$ cat src/irq_settings.svh
`ifndef IRQ_SETTINGS_SVH
`define IRQ_SETTINGS_SVH

// one RZ bit per level, level 0 on top
`define IRQ_LEVELS 32

// channels addressable over the system bus
`define CHAN_COUNT 16

`define MASK_BITS 10 // RM width, one bit per level group

// clocks from rin seen to RZ set, dok follows one clock later
// must be 2 or more
`define DOK_DLY_TICKS 4

`endif

$ cat src/irq_pkg.sv
`include "irq_settings.svh"

package irq_pkg;

	// bit 0 is the msb, same numbering as the bus and the W word
	typedef logic [0:15] word_t;

	// one bit per level, index equals level number
	// level 0 has the highest priority
	typedef logic [0:`IRQ_LEVELS-1] irq_vec_t;

	typedef logic [0:`MASK_BITS-1] mask_t; // RM contents
	typedef logic [$clog2(`IRQ_LEVELS)-1:0] level_t; // accepted level number
	typedef logic [$clog2(`CHAN_COUNT)-1:0] chan_t; // bus channel number

	// levels 0..10 in bits 0..10, operator request (28) in bit 11
	typedef logic [0:11] hw_lines_t;

	// what a bus request asks for
	typedef logic [1:0] kind_t;
	localparam kind_t kind_chan = 2'd0; // channel, levels 12..27
	localparam kind_t kind_cpu_hi = 2'd1; // other CPU high, level 3
	localparam kind_t kind_cpu_lo = 2'd2; // other CPU low, level 29

	// bus acceptor FSM
	typedef enum logic [1:0] {
		acc_idle,
		acc_wait,
		acc_ack,
		acc_release
	} acc_state_t;

endpackage

$ cat src/irq_pend_if.sv
`timescale 1ns/100ps

// RZ side and RP side of the interrupt system
interface irq_pend_if;

	irq_pkg::irq_vec_t pending; // masked RZ
	irq_pkg::irq_vec_t block; // levels held off by the priority chain
	logic accept_fire; // one cycle, clears the RZ bit
	irq_pkg::level_t accept_level; // level being taken

	// request register
	modport req (
		output pending,
		input block,
		input accept_fire,
		input accept_level
	);

	// service chain
	modport srv (
		input pending,
		output block,
		output accept_fire,
		output accept_level
	);

endinterface

$ cat src/irq_set_if.sv
`timescale 1ns/100ps
`include "irq_settings.svh"

// bus acceptor to RZ, set happens in the cycle set_valid is high
interface irq_set_if;

	logic set_valid; // one cycle, no handshake back
	logic [0:`CHAN_COUNT-1] set_chan; // decoded channel, one hot or zero
	irq_pkg::kind_t set_kind; // channel / cpu high / cpu low
	irq_pkg::chan_t set_chan_num; // channel number straight from rdt

	modport src (
		output set_valid,
		output set_chan,
		output set_kind,
		output set_chan_num
	);

	modport dst (
		input set_valid,
		input set_chan,
		input set_kind,
		input set_chan_num
	);

endinterface

$ cat src/bus_accept.sv
`timescale 1ns/100ps
`include "irq_settings.svh"

// system bus interrupt acceptor, rin/dok handshake
module bus_accept (
	input logic clk,
	input logic reset,
	input logic rin,
	input irq_pkg::word_t rdt,
	output logic dok,
	irq_set_if.src set_port
);

	localparam int cnt_w = $clog2(`DOK_DLY_TICKS + 1);

	irq_pkg::acc_state_t state;
	logic [cnt_w-1:0] cnt; // clocks left in acc_wait
	irq_pkg::kind_t kind;
	irq_pkg::chan_t chan_num;

	// rin seen at edge n, acc_ack covers the clock before edge n+DOK_DLY_TICKS
	always_ff @(posedge clk) begin
		if (reset) begin
			state <= irq_pkg::acc_idle;
			cnt <= '0;
			dok <= 1'b0;
		end else begin
			dok <= (state == irq_pkg::acc_ack); // one clock after the set
			case (state)
				irq_pkg::acc_idle: begin
					if (rin) begin
						state <= irq_pkg::acc_wait;
						cnt <= cnt_w'(`DOK_DLY_TICKS - 2);
					end
				end
				irq_pkg::acc_wait: begin
					if (cnt == '0)
						state <= irq_pkg::acc_ack;
					else
						cnt <= cnt - 1'b1;
				end
				irq_pkg::acc_ack: state <= irq_pkg::acc_release;
				irq_pkg::acc_release: begin
					if (!rin)
						state <= irq_pkg::acc_idle; // requester let go
				end
				default: state <= irq_pkg::acc_idle;
			endcase
		end
	end

	// rdt bit 15 selects cpu request vs channel
	always_comb begin
		if (!rdt[15])
			kind = irq_pkg::kind_chan;
		else if (rdt[0])
			kind = irq_pkg::kind_cpu_lo;
		else
			kind = irq_pkg::kind_cpu_hi;
	end

	assign chan_num = rdt[11:14];

	assign set_port.set_valid = (state == irq_pkg::acc_ack);
	assign set_port.set_kind = kind;
	assign set_port.set_chan_num = chan_num;

	// channel decoder, only enabled during the set
	always_comb begin
		set_port.set_chan = '0;
		if (set_port.set_valid && (kind == irq_pkg::kind_chan))
			set_port.set_chan[chan_num] = 1'b1;
	end

	a_dok_pulse: assert property (@(posedge clk) disable iff (reset)
		dok |=> !dok)
		else $error("dok high for two cycles");

endmodule

$ cat src/irq_ctrl.sv
`timescale 1ns/100ps

// interrupt system top, RM + RZ + RP + bus acceptor
module irq_ctrl (
	input logic clk,
	input logic reset,
	input irq_pkg::hw_lines_t hw_irq,
	input irq_pkg::word_t data,
	input logic mask_wr,
	input logic rz_wr,
	input logic accept,
	input logic rtn,
	input logic rin,
	input irq_pkg::word_t rdt,
	output logic dok,
	output logic irq,
	output irq_pkg::level_t vec,
	output logic vec_valid,
	output irq_pkg::word_t rz_user
);

	irq_pkg::mask_t rm;

	irq_set_if set_bus ();
	irq_pend_if pend_bus ();

	mask_reg reg_rm (
		.clk(clk),
		.reset(reset),
		.mask_wr(mask_wr),
		.data(data),
		.rm(rm)
	);

	req_reg reg_rz (
		.clk(clk),
		.reset(reset),
		.hw_irq(hw_irq),
		.rz_wr(rz_wr),
		.data(data),
		.rm(rm),
		.set_port(set_bus.dst),
		.pend_port(pend_bus.req),
		.rz_user(rz_user)
	);

	serv_chain reg_rp (
		.clk(clk),
		.reset(reset),
		.accept(accept),
		.rtn(rtn),
		.pend_port(pend_bus.srv),
		.irq(irq),
		.vec(vec),
		.vec_valid(vec_valid)
	);

	bus_accept acc_bus (
		.clk(clk),
		.reset(reset),
		.rin(rin),
		.rdt(rdt),
		.dok(dok),
		.set_port(set_bus.src)
	);

endmodule

$ cat src/mask_reg.sv
`timescale 1ns/100ps
`include "irq_settings.svh"

// RM, interrupt mask register
module mask_reg (
	input logic clk,
	input logic reset,
	input logic mask_wr,
	input irq_pkg::word_t data,
	output irq_pkg::mask_t rm
);

	// top bits of the word hold the mask
	always_ff @(posedge clk) begin
		if (reset) begin
			rm <= '0; // everything but level 0 masked
		end else if (mask_wr) begin
			rm <= data[0:`MASK_BITS-1];
		end
	end

	// a write in the same cycle as reset must not survive
	a_rm_reset: assert property (@(posedge clk) reset |=> (rm == '0))
		else $error("rm not cleared by reset");

endmodule

$ cat src/req_reg.sv
`timescale 1ns/100ps
`include "irq_settings.svh"

// RZ, interrupt request register
module req_reg (
	input logic clk,
	input logic reset,
	input irq_pkg::hw_lines_t hw_irq,
	input logic rz_wr,
	input irq_pkg::word_t data,
	input irq_pkg::mask_t rm,
	irq_set_if.dst set_port,
	irq_pend_if.req pend_port,
	output irq_pkg::word_t rz_user
);

	irq_pkg::irq_vec_t rz; // request bits
	irq_pkg::irq_vec_t imask; // rm spread over the levels
	irq_pkg::irq_vec_t hw_set; // hardware lines at their levels
	irq_pkg::irq_vec_t bus_set; // bus request at its level
	irq_pkg::irq_vec_t rz_next;

	// each mask bit gates a fixed group of levels
	assign imask = {
		1'b1, // 0, power out
		rm[0:3], // 1..4 one bit each
		{7{rm[4]}}, // 5..11
		{2{rm[5]}}, // 12..13
		{2{rm[6]}}, // 14..15
		{6{rm[7]}}, // 16..21
		{6{rm[8]}}, // 22..27
		{4{rm[9]}} // 28..31
	};

	assign hw_set = {
		hw_irq[0:10], // 0..10
		17'b0, // 11 unused, channels have no hw line
		hw_irq[11], // 28 operator request
		3'b0 // 29..31 from bus or software only
	};

	always_comb begin
		bus_set = '0;
		if (set_port.set_valid) begin
			bus_set[3] = (set_port.set_kind == irq_pkg::kind_cpu_hi);
			bus_set[29] = (set_port.set_kind == irq_pkg::kind_cpu_lo);
			bus_set[12 +: `CHAN_COUNT] = set_port.set_chan; // zero unless channel
		end
	end

	// write first, then clear on accept, sets last
	// so a line still held high keeps its bit
	always_comb begin
		rz_next = rz;
		if (rz_wr) begin
			rz_next[0:11] = data[0:11];
			rz_next[28:31] = data[12:15]; // channel levels untouched
		end
		if (pend_port.accept_fire) begin
			rz_next[pend_port.accept_level] = 1'b0;
		end
		rz_next = rz_next | hw_set | bus_set;
	end

	always_ff @(posedge clk) begin
		if (reset) begin
			rz <= '0;
		end else begin
			rz <= rz_next;
		end
	end

	assign pend_port.pending = rz & imask;

	// channel levels are not visible to software
	assign rz_user = {rz[0:11], rz[28:31]};

	// service chain may only take a level that is pending and unblocked
	a_fire_pending: assert property (@(posedge clk) disable iff (reset)
		pend_port.accept_fire |->
			(pend_port.pending[pend_port.accept_level] &&
			!pend_port.block[pend_port.accept_level]))
		else $error("accept of level %0d not pending", pend_port.accept_level);

	// decoded channel must agree with the channel number
	a_chan_decode: assert property (@(posedge clk) disable iff (reset)
		(set_port.set_valid && (set_port.set_kind == irq_pkg::kind_chan)) |->
			($onehot(set_port.set_chan) && set_port.set_chan[set_port.set_chan_num]))
		else $error("bus channel decode mismatch");

endmodule

$ cat src/serv_chain.sv
`timescale 1ns/100ps
`include "irq_settings.svh"

// RP, priority chain and vector output
module serv_chain (
	input logic clk,
	input logic reset,
	input logic accept,
	input logic rtn,
	irq_pend_if.srv pend_port,
	output logic irq,
	output irq_pkg::level_t vec,
	output logic vec_valid
);

	irq_pkg::irq_vec_t rp; // levels in service
	irq_pkg::irq_vec_t block;
	irq_pkg::irq_vec_t eligible; // pending and not held off
	irq_pkg::level_t sel_level; // best eligible level
	irq_pkg::level_t top_level; // highest level in service

	// lowest set index, zero for an empty vector
	function automatic irq_pkg::level_t first_set(input irq_pkg::irq_vec_t v);
		irq_pkg::level_t lvl;
		lvl = '0;
		for (int i = `IRQ_LEVELS-1; i >= 0; i--) begin
			if (v[i])
				lvl = irq_pkg::level_t'(i);
		end
		return lvl;
	endfunction

	// chain runs from level 0 down, service at any level
	// holds off itself and everything below
	always_comb begin
		block[0] = rp[0];
		for (int i = 1; i < `IRQ_LEVELS; i++) begin
			block[i] = block[i-1] | rp[i];
		end
	end

	assign eligible = pend_port.pending & ~block;
	assign irq = |eligible;

	assign sel_level = first_set(eligible);
	assign top_level = first_set(rp);

	assign pend_port.block = block;
	assign pend_port.accept_fire = accept & irq; // accept without irq ignored
	assign pend_port.accept_level = sel_level;

	// accepted level is always above everything in service,
	// so rtn and accept never hit the same bit
	always_ff @(posedge clk) begin
		if (reset) begin
			rp <= '0;
		end else begin
			if (rtn)
				rp[top_level] <= 1'b0;
			if (pend_port.accept_fire)
				rp[sel_level] <= 1'b1;
		end
	end

	always_ff @(posedge clk) begin
		if (reset) begin
			vec_valid <= 1'b0;
		end else begin
			vec_valid <= pend_port.accept_fire;
		end
	end

	always_ff @(posedge clk) begin
		if (pend_port.accept_fire)
			vec <= sel_level; // held until next accept
	end

	// a level just taken is blocked, so no back to back accepts
	a_vec_pulse: assert property (@(posedge clk) disable iff (reset)
		vec_valid |=> !vec_valid)
		else $error("vec_valid longer than one cycle");

	a_rtn_empty: assert property (@(posedge clk) disable iff (reset)
		rtn |-> (|rp))
		else $error("rtn with no level in service");

endmodule

$ cat config.mk
export PLATFORM = sky130hd
export DESIGN_NAME = irq_ctrl
export DESIGN_NICKNAME = d
export VERILOG_FILES = /design/src/irq_pkg.sv /design/src/irq_pend_if.sv /design/src/irq_set_if.sv /design/src/bus_accept.sv /design/src/irq_ctrl.sv /design/src/mask_reg.sv /design/src/req_reg.sv /design/src/serv_chain.sv
export VERILOG_INCLUDE_DIRS = /design/src
export SDC_FILE = /design/constraint.sdc
export NUM_CORES = 1
export LEC_CHECK = 0
export BUFFER_PORTS_ARGS = -buffer_cell sky130_fd_sc_hd__buf_4
export CAP_MARGIN = 10
export CORE_UTILIZATION = 45
export DETAILED_ROUTE_END_ITERATION = 10
export PLACE_DENSITY = 0.66
export SYNTH_ARGS = -nofsm -noshare
export SYNTH_HDL_FRONTEND = slang
export SYNTH_SLANG_ARGS = --single-unit
$ cat constraint.sdc
create_clock -name clk -period 5.1 [get_ports clk]
set_clock_uncertainty 0.1 [all_clocks]
set_input_delay 0.255 -clock clk [delete_from_list [all_inputs] [get_ports clk]]
set_output_delay 0.255 -clock clk [all_outputs]
set_load 0.005 [all_outputs]
== Word-level counts from Yosys, hierarchy flattened ==
Cells that the tools add are included.
Word-level totals
  register bits: 86
  input port bits: 51
  output and inout port bits: 24
  word-level logic and storage cells: 169
Operators by class
  add/subtract/negate cells: 1
  $lt $le $gt $ge: 6
  eq/ne operators: 9
  mux-type cells: 89
  bitwise operators: 45
  reduce and logical (&&, ||, !) cells: 11
Operators by type and width (number)
  5-bit 2-to-1 mux: 64
  32-bit bitwise AND: 4
  32-bit 2-to-1 mux: 4
  32-bit NOT: 3
  32-bit OR: 2
  16-bit 2-to-1 mux: 2
  32-bit by 29-bit OR with 32-bit output: 1
  32-bit OR reduction: 1
  1-bit OR: 31
  6-bit >= comparator, second input constant: 2
  6-bit by 1-bit less-than comparator with 1-bit output, second input constant: 2
  12-bit 2-to-1 mux: 1
  5-bit NOT with 6-bit output: 2
  1-bit demux with 5-bit select: 2
  2-bit 2-to-1 mux: 5
  2-bit case mux with 4 select lines: 1
  2-bit == test, second input constant: 3
  3-bit 2-to-1 mux: 2
  2-bit inequality test, second input constant: 3
  3-bit case mux with 2 select lines: 1
  3-bit AND reduction: 2
  5-bit >= comparator, second input constant: 1
  5-bit by 1-bit less-than comparator with 1-bit output, second input constant: 1
  1-bit 2-to-1 mux: 5
  11 further kinds: 16

== Logic depth before layout (Yosys ltp) ==
  depth after elaboration: 75
  mapped depth: 11
  mapped depth without buffers: 8

== By module ==
From an unflattened synthesis, not the netlist that was laid out.
Second synthesis, totals
  cells, all modules: 708
  area, all modules: 5652.9 um^2
Modules (own cells, without submodules)
  serv_chain: times used 1, cells each 392, area an instance 3001.6 um^2, seq. area each 810.8 um^2
  req_reg: times used 1, cells each 211, area an instance 1720.4 um^2, seq. area each 640.6 um^2
  bus_accept: times used 1, cells each 73, area an instance 578.1 um^2, seq. area each 120.1 um^2
  mask_reg: times used 1, cells each 32, area an instance 352.8 um^2, seq. area each 200.2 um^2

== Worst setup path after synthesis ==
OpenSTA, ideal clock, no wires.
  path type: register -> register
  start: register reg_rp.rp[31]
  end: register reg_rz.rz[2]
  library setup time: 0.122 ns
  arrival time: 2.520 ns
  required time: 4.878 ns
  setup slack: 2.358 ns
  stages on the path, launching flop included: 11
  path buffers: 2
  period minus slack after synthesis: 2.742 ns
  cells stage by stage: dfxtp_1 > buf_6 > nor4_4 > nand4_4 > or4b_4 > nand2_1 > o221ai_2 > a21boi_2 > buf_6 > nand2_4 > a221o_1
On the way
  word-level cells in the longest chain between the ends: 75
  elaborated cells between the ends (all ways): 78
  those cells by class: order compare: 2; mux: 35; bitwise: 39; reduce/logical: 2
Ends and longest elaborated chain
  from (decl): line serv_chain.sv:16  | irq_pkg::irq_vec_t rp;
  from (signal assigned): line serv_chain.sv:56  | rp <= '0;
  from (signal, indexed assignment): line serv_chain.sv:59  | rp[top_level] <= 1'b0;
  from (signal, indexed assignment): line serv_chain.sv:61  | rp[sel_level] <= 1'b1;
  1-bit OR (31 in series): line serv_chain.sv:38  | block[i] = block[i-1] | rp[i];
  32-bit NOT (*): line serv_chain.sv:42  | assign eligible = pend_port.pending & ~block;
  32-bit bitwise AND (*): line serv_chain.sv:42
  5-bit 2-to-1 mux (32 in series): line serv_chain.sv:27  | if (v[i])
  5-bit NOT with 6-bit output (implied by the code): line req_reg.sv:60  | rz_next[pend_port.accept_level] = 1'b0;
  6-bit >= comparator (implied by the code) / 6-bit by 1-bit less-than comparator with 1-bit output (equally long branches): line req_reg.sv:60
  1-bit logical AND (implied by the code): line req_reg.sv:60
  1-bit 2-to-1 mux (implied by the code): line req_reg.sv:60
  1-bit demux with 5-bit select: line req_reg.sv:60
  32-bit NOT (no source line)
  32-bit bitwise AND (no source line)
  32-bit 2-to-1 mux (*): line req_reg.sv:59  | if (pend_port.accept_fire) begin
  32-bit OR (*): line req_reg.sv:62  | rz_next = rz_next | hw_set | bus_set;
  32-bit by 29-bit OR with 32-bit output (*): line req_reg.sv:62
  to (signal assigned): line req_reg.sv:69  | rz <= rz_next;
  to (decl): line req_reg.sv:17  | irq_pkg::irq_vec_t rz;
Mark *: on every way between the ends. The rest lies on a longest branch, timed or not.
A chain may end at the register's enable or synchronous reset.

== Worst setup path in the final report ==
  start: register reg_rp.rp[31]
  end: register reg_rz.rz[12]
The elaborated chain is that of the path after synthesis.

==> flow_metrics.env <==
export IMPL_r2r_start="reg_rp.rp[31]"
export IMPL_r2r_end="reg_rz.rz[12]"
export IMPL_min_path_cells=3
export IMPL_cp_cell_sequence="nor4_4, nand4_1, o32ai_1, a21oi_1, o221ai_2, a21boi_2, nor2_1, o21ai_0"
export IMPL_cts_tree="built"
export IMPL_fin_cells=867
export IMPL_syn_nets=739
export IMPL_area_growth_pct=13.6
export IMPL_synth_edf_count=5
export IMPL_coreArea_um2=12000
export IMPL_clk_insertion_delay_late_ps=360
export IMPL_whs_endpoint="reg_rz.rz[26]"
export IMPL_worst_pin_slew_ps=1070
export IMPL_avgSynthCellArea_um2=8.08
export IMPL_die_h_um=113
export IMPL_max_freq_mhz=251
export IMPL_relSlewSlack_pct=28.3
export IMPL_critPathCaptureType="register"
export IMPL_dr_first_iter_drc_count=563
export IMPL_numPortBuffers=64
export IMPL_grt_first_pass_wirelength_mm=28.6
export IMPL_hp_class="input port to register"
export IMPL_power_leakage_nw=2.39
export IMPL_critPathKind="register to register"
export IMPL_hp_start="hw_irq[6]"
export IMPL_cpPeakStageDelay_ps=780
export IMPL_die_x_um=113
export IMPL_yosys_warnings=0
export IMPL_drv_slew=0
export IMPL_yosys_area_top_type_share_pct=29.4
export IMPL_cts_setup_buffers=0
export IMPL_io_pins=75
export IMPL_wl_per_cell_um=20.9
export IMPL_powerDensity_nw_per_um2=342
export IMPL_core_rowCount=40
export IMPL_clockBufferDepth=2
export IMPL_syn_inst=682
export IMPL_cts_root_buf="clkbuf_16"
export IMPL_period_needed_ps=3990
export IMPL_worstPathRequired_ps=5200
export IMPL_viasPerCell=6.40
export IMPL_ys_types=81
export IMPL_hold_buffers=2
export IMPL_finalCritPeriodShare_pct=78.2
export IMPL_synth_most_common_cell="dfxtp_1"
export IMPL_remaining_drc_errors=0
export IMPL_initial_core_util_pct=46.1
export IMPL_ys_dominant_reg_cell="dfxtp_1"
export IMPL_grt_antenna_before_repair=1
export IMPL_rsz0062_at_grt="no"
export IMPL_place_hpwl_mm=13.4
export IMPL_crit_path_top_delay_cell="nor2_1"
export IMPL_yosys_top_cells_area="dfxtp_1 (29%), o21ai_0 (5.2%), nor2_1 (4.5%)"
export IMPL_cap_violations=0
export IMPL_routed_via_count=5551
export IMPL_rr_worst_depth=8
export IMPL_place_congestion=0.950
export IMPL_clk_pin_slew_worst_paths_ps=70
export IMPL_status="finished, final reports clean"
export IMPL_drive_gt1_share_pct=16.0
export IMPL_fin_total_pwr_mw=2.14
export IMPL_ys_seq_elements=86
export IMPL_syn_cell_area_um2=5510
export IMPL_async_flop_share_pct=0
export IMPL_cp_arrival_ps=4080
export IMPL_drt_pass1_iter_count=5
export IMPL_grt_usage_pct=29.7
export IMPL_cts_resized=0
export IMPL_synth_largest_area_cell="dfxtp_1"
export IMPL_fin_setup_tns_ps=0
export IMPL_grt_pass1_vias=5187
export IMPL_ant_nets=0
export IMPL_reg2reg_slack_ps=1110
export IMPL_dieArea_um2=12700
export IMPL_start_kind="register"
export IMPL_setup_viol=0
export IMPL_clock_sinks=86
export IMPL_h_tree_depth=3
export IMPL_cts_buffers=9
export IMPL_irDropWorstVdd_v=0.000208
export IMPL_critPathMaxFanout=12
export IMPL_diodes=0
export IMPL_wl_mm=18.1
export IMPL_dp_cells=849
export IMPL_grt_max_degree=57
export IMPL_ys_seq_area_share_pct=32.2
export IMPL_synth_common_cells="dfxtp_1 (81), nor2_1 (66), o21ai_0 (57)"
export IMPL_fillerInstances=1131
export IMPL_grt_ovfl_total=0
export IMPL_final_hold_viol_count=0
export IMPL_fin_nets=772
==> layout by cell type, fill, tap and decap left out, types with 5 or more instances in the layout <==
| cell type | netlist | layout |
|---|---|---|
| nand3b_1 | 11 | 11 |
| o21a_1 | 6 | 6 |
| ha_1 | 6 | 6 |
| dfxtp_1 | 81 | 81 |
| edfxtp_1 | 5 | 5 |
| inv_1 | 30 | 30 |
| a21oi_1 | 38 | 38 |
| nor2b_1 | 16 | 16 |
| nand2_1 | 46 | 46 |
| a211oi_1 | 11 | 11 |
| nor3b_1 | 5 | 5 |
| buf_4 | 16 | 69 |
| nor3_1 | 22 | 22 |
| o211ai_1 | 9 | 9 |
| clkbuf_16 | 0 | 10 |
| or4_1 | 7 | 7 |
| o31ai_1 | 9 | 9 |
| nand2b_1 | 16 | 16 |
| nand3_1 | 17 | 17 |
| a31oi_1 | 15 | 15 |
| o21ai_0 | 57 | 57 |
| nor2_1 | 66 | 66 |
| mux2i_1 | 22 | 22 |
| o22ai_1 | 17 | 17 |
| nor4b_1 | 6 | 6 |
| nand4_1 | 9 | 9 |
| nor4_1 | 15 | 15 |
==> layout make-up <==
type / count / area, um2 / share of cell area [%]
clock buffers: 11 / 264 / 4.22
clock inverters: 5 / 40.0 / 0.640
inverters: 30 / 113 / 1.80
multi-input cells: 517 / 3350 / 53.5
flip-flops and latches: 86 / 1770 / 28.3
well taps: 147 / 184 / 2.94
repair buffers: 71 / 538 / 8.60
==> how the worst max path moves through the flow <==
stage                              from       endpoint  slack, ps  depth (start not counted)
after floorplan           reg_rp.rp[31]   reg_rz.rz[2]       2360                         10
after global placement    reg_rp.rp[31]   reg_rp.rp[4]       1360                          8
after detailed placement  reg_rp.rp[31]  reg_rp.rp[24]       1290                          8
after CTS                 reg_rp.rp[31]   reg_rz.rz[0]       1260                          8
after global routing      reg_rp.rp[31]  reg_rz.rz[12]        990                          8
final                     reg_rp.rp[31]  reg_rz.rz[12]       1110                          8
==> stage by stage <==
stage               hold slack, ps  setup slack [ps]  instance area (um2)  utilization (%)
floorplan                      248              2360                 5510                -
global placement               364              1360                 5930             49.6
detailed placement             366              1290                 5930             49.6
CTS                           6.39              1260                 6260             52.3
global route                  32.6               991                 6260             52.3
finish                        11.7              1110                 6260             52.3
==> state kept, by name (all words and copies together), names as in the netlist <==
signal	count
acc_bus.cnt	3
acc_bus.dok	1
acc_bus.state	2
reg_rm.rm	10
reg_rp.rp	32
reg_rp.vec	5
reg_rp.vec_valid	1
reg_rz.rz	32
==> critical path: cells and delay by family, from the launching register on <==
family | cells | cell delay [ps]
compound gates | 5 | 1480
flops | 1 | 410
simple gates | 3 | 1830
==> cells by family after synthesis <==
family | share of synthesized area (%)
AND/OR/NAND/NOR | 27.6
multiplexers | 4.81
buffers and inverters | 7.06
XOR/XNOR | 0.318
adder cells (fa/ha/maj) | 1.36
flip-flops | 32.2
AO/OA/AOI/OAI | 26.6
==> metal layers <==
metal	vias to the layer above	share of wire (%)	track usage, %
li1	2613	-	-
met1	2618	43	39.7
met2	279	46	46.8
met3	41	8.3	4.37
met4	0	3.2	14.1
met5	-	0	0
==> power by group <==
| group | leakage [nW] | switching [mW] | internal, mW |
|---|---|---|---|
| Combinational | 1.53 | 0.401 | 0.255 |
| Sequential | 0.711 | 0.0678 | 0.748 |
| Clock | 0.147 | 0.291 | 0.376 |
| Total | 2.39 | 0.761 | 1.38 |
(Power assumes the default switching activity.)
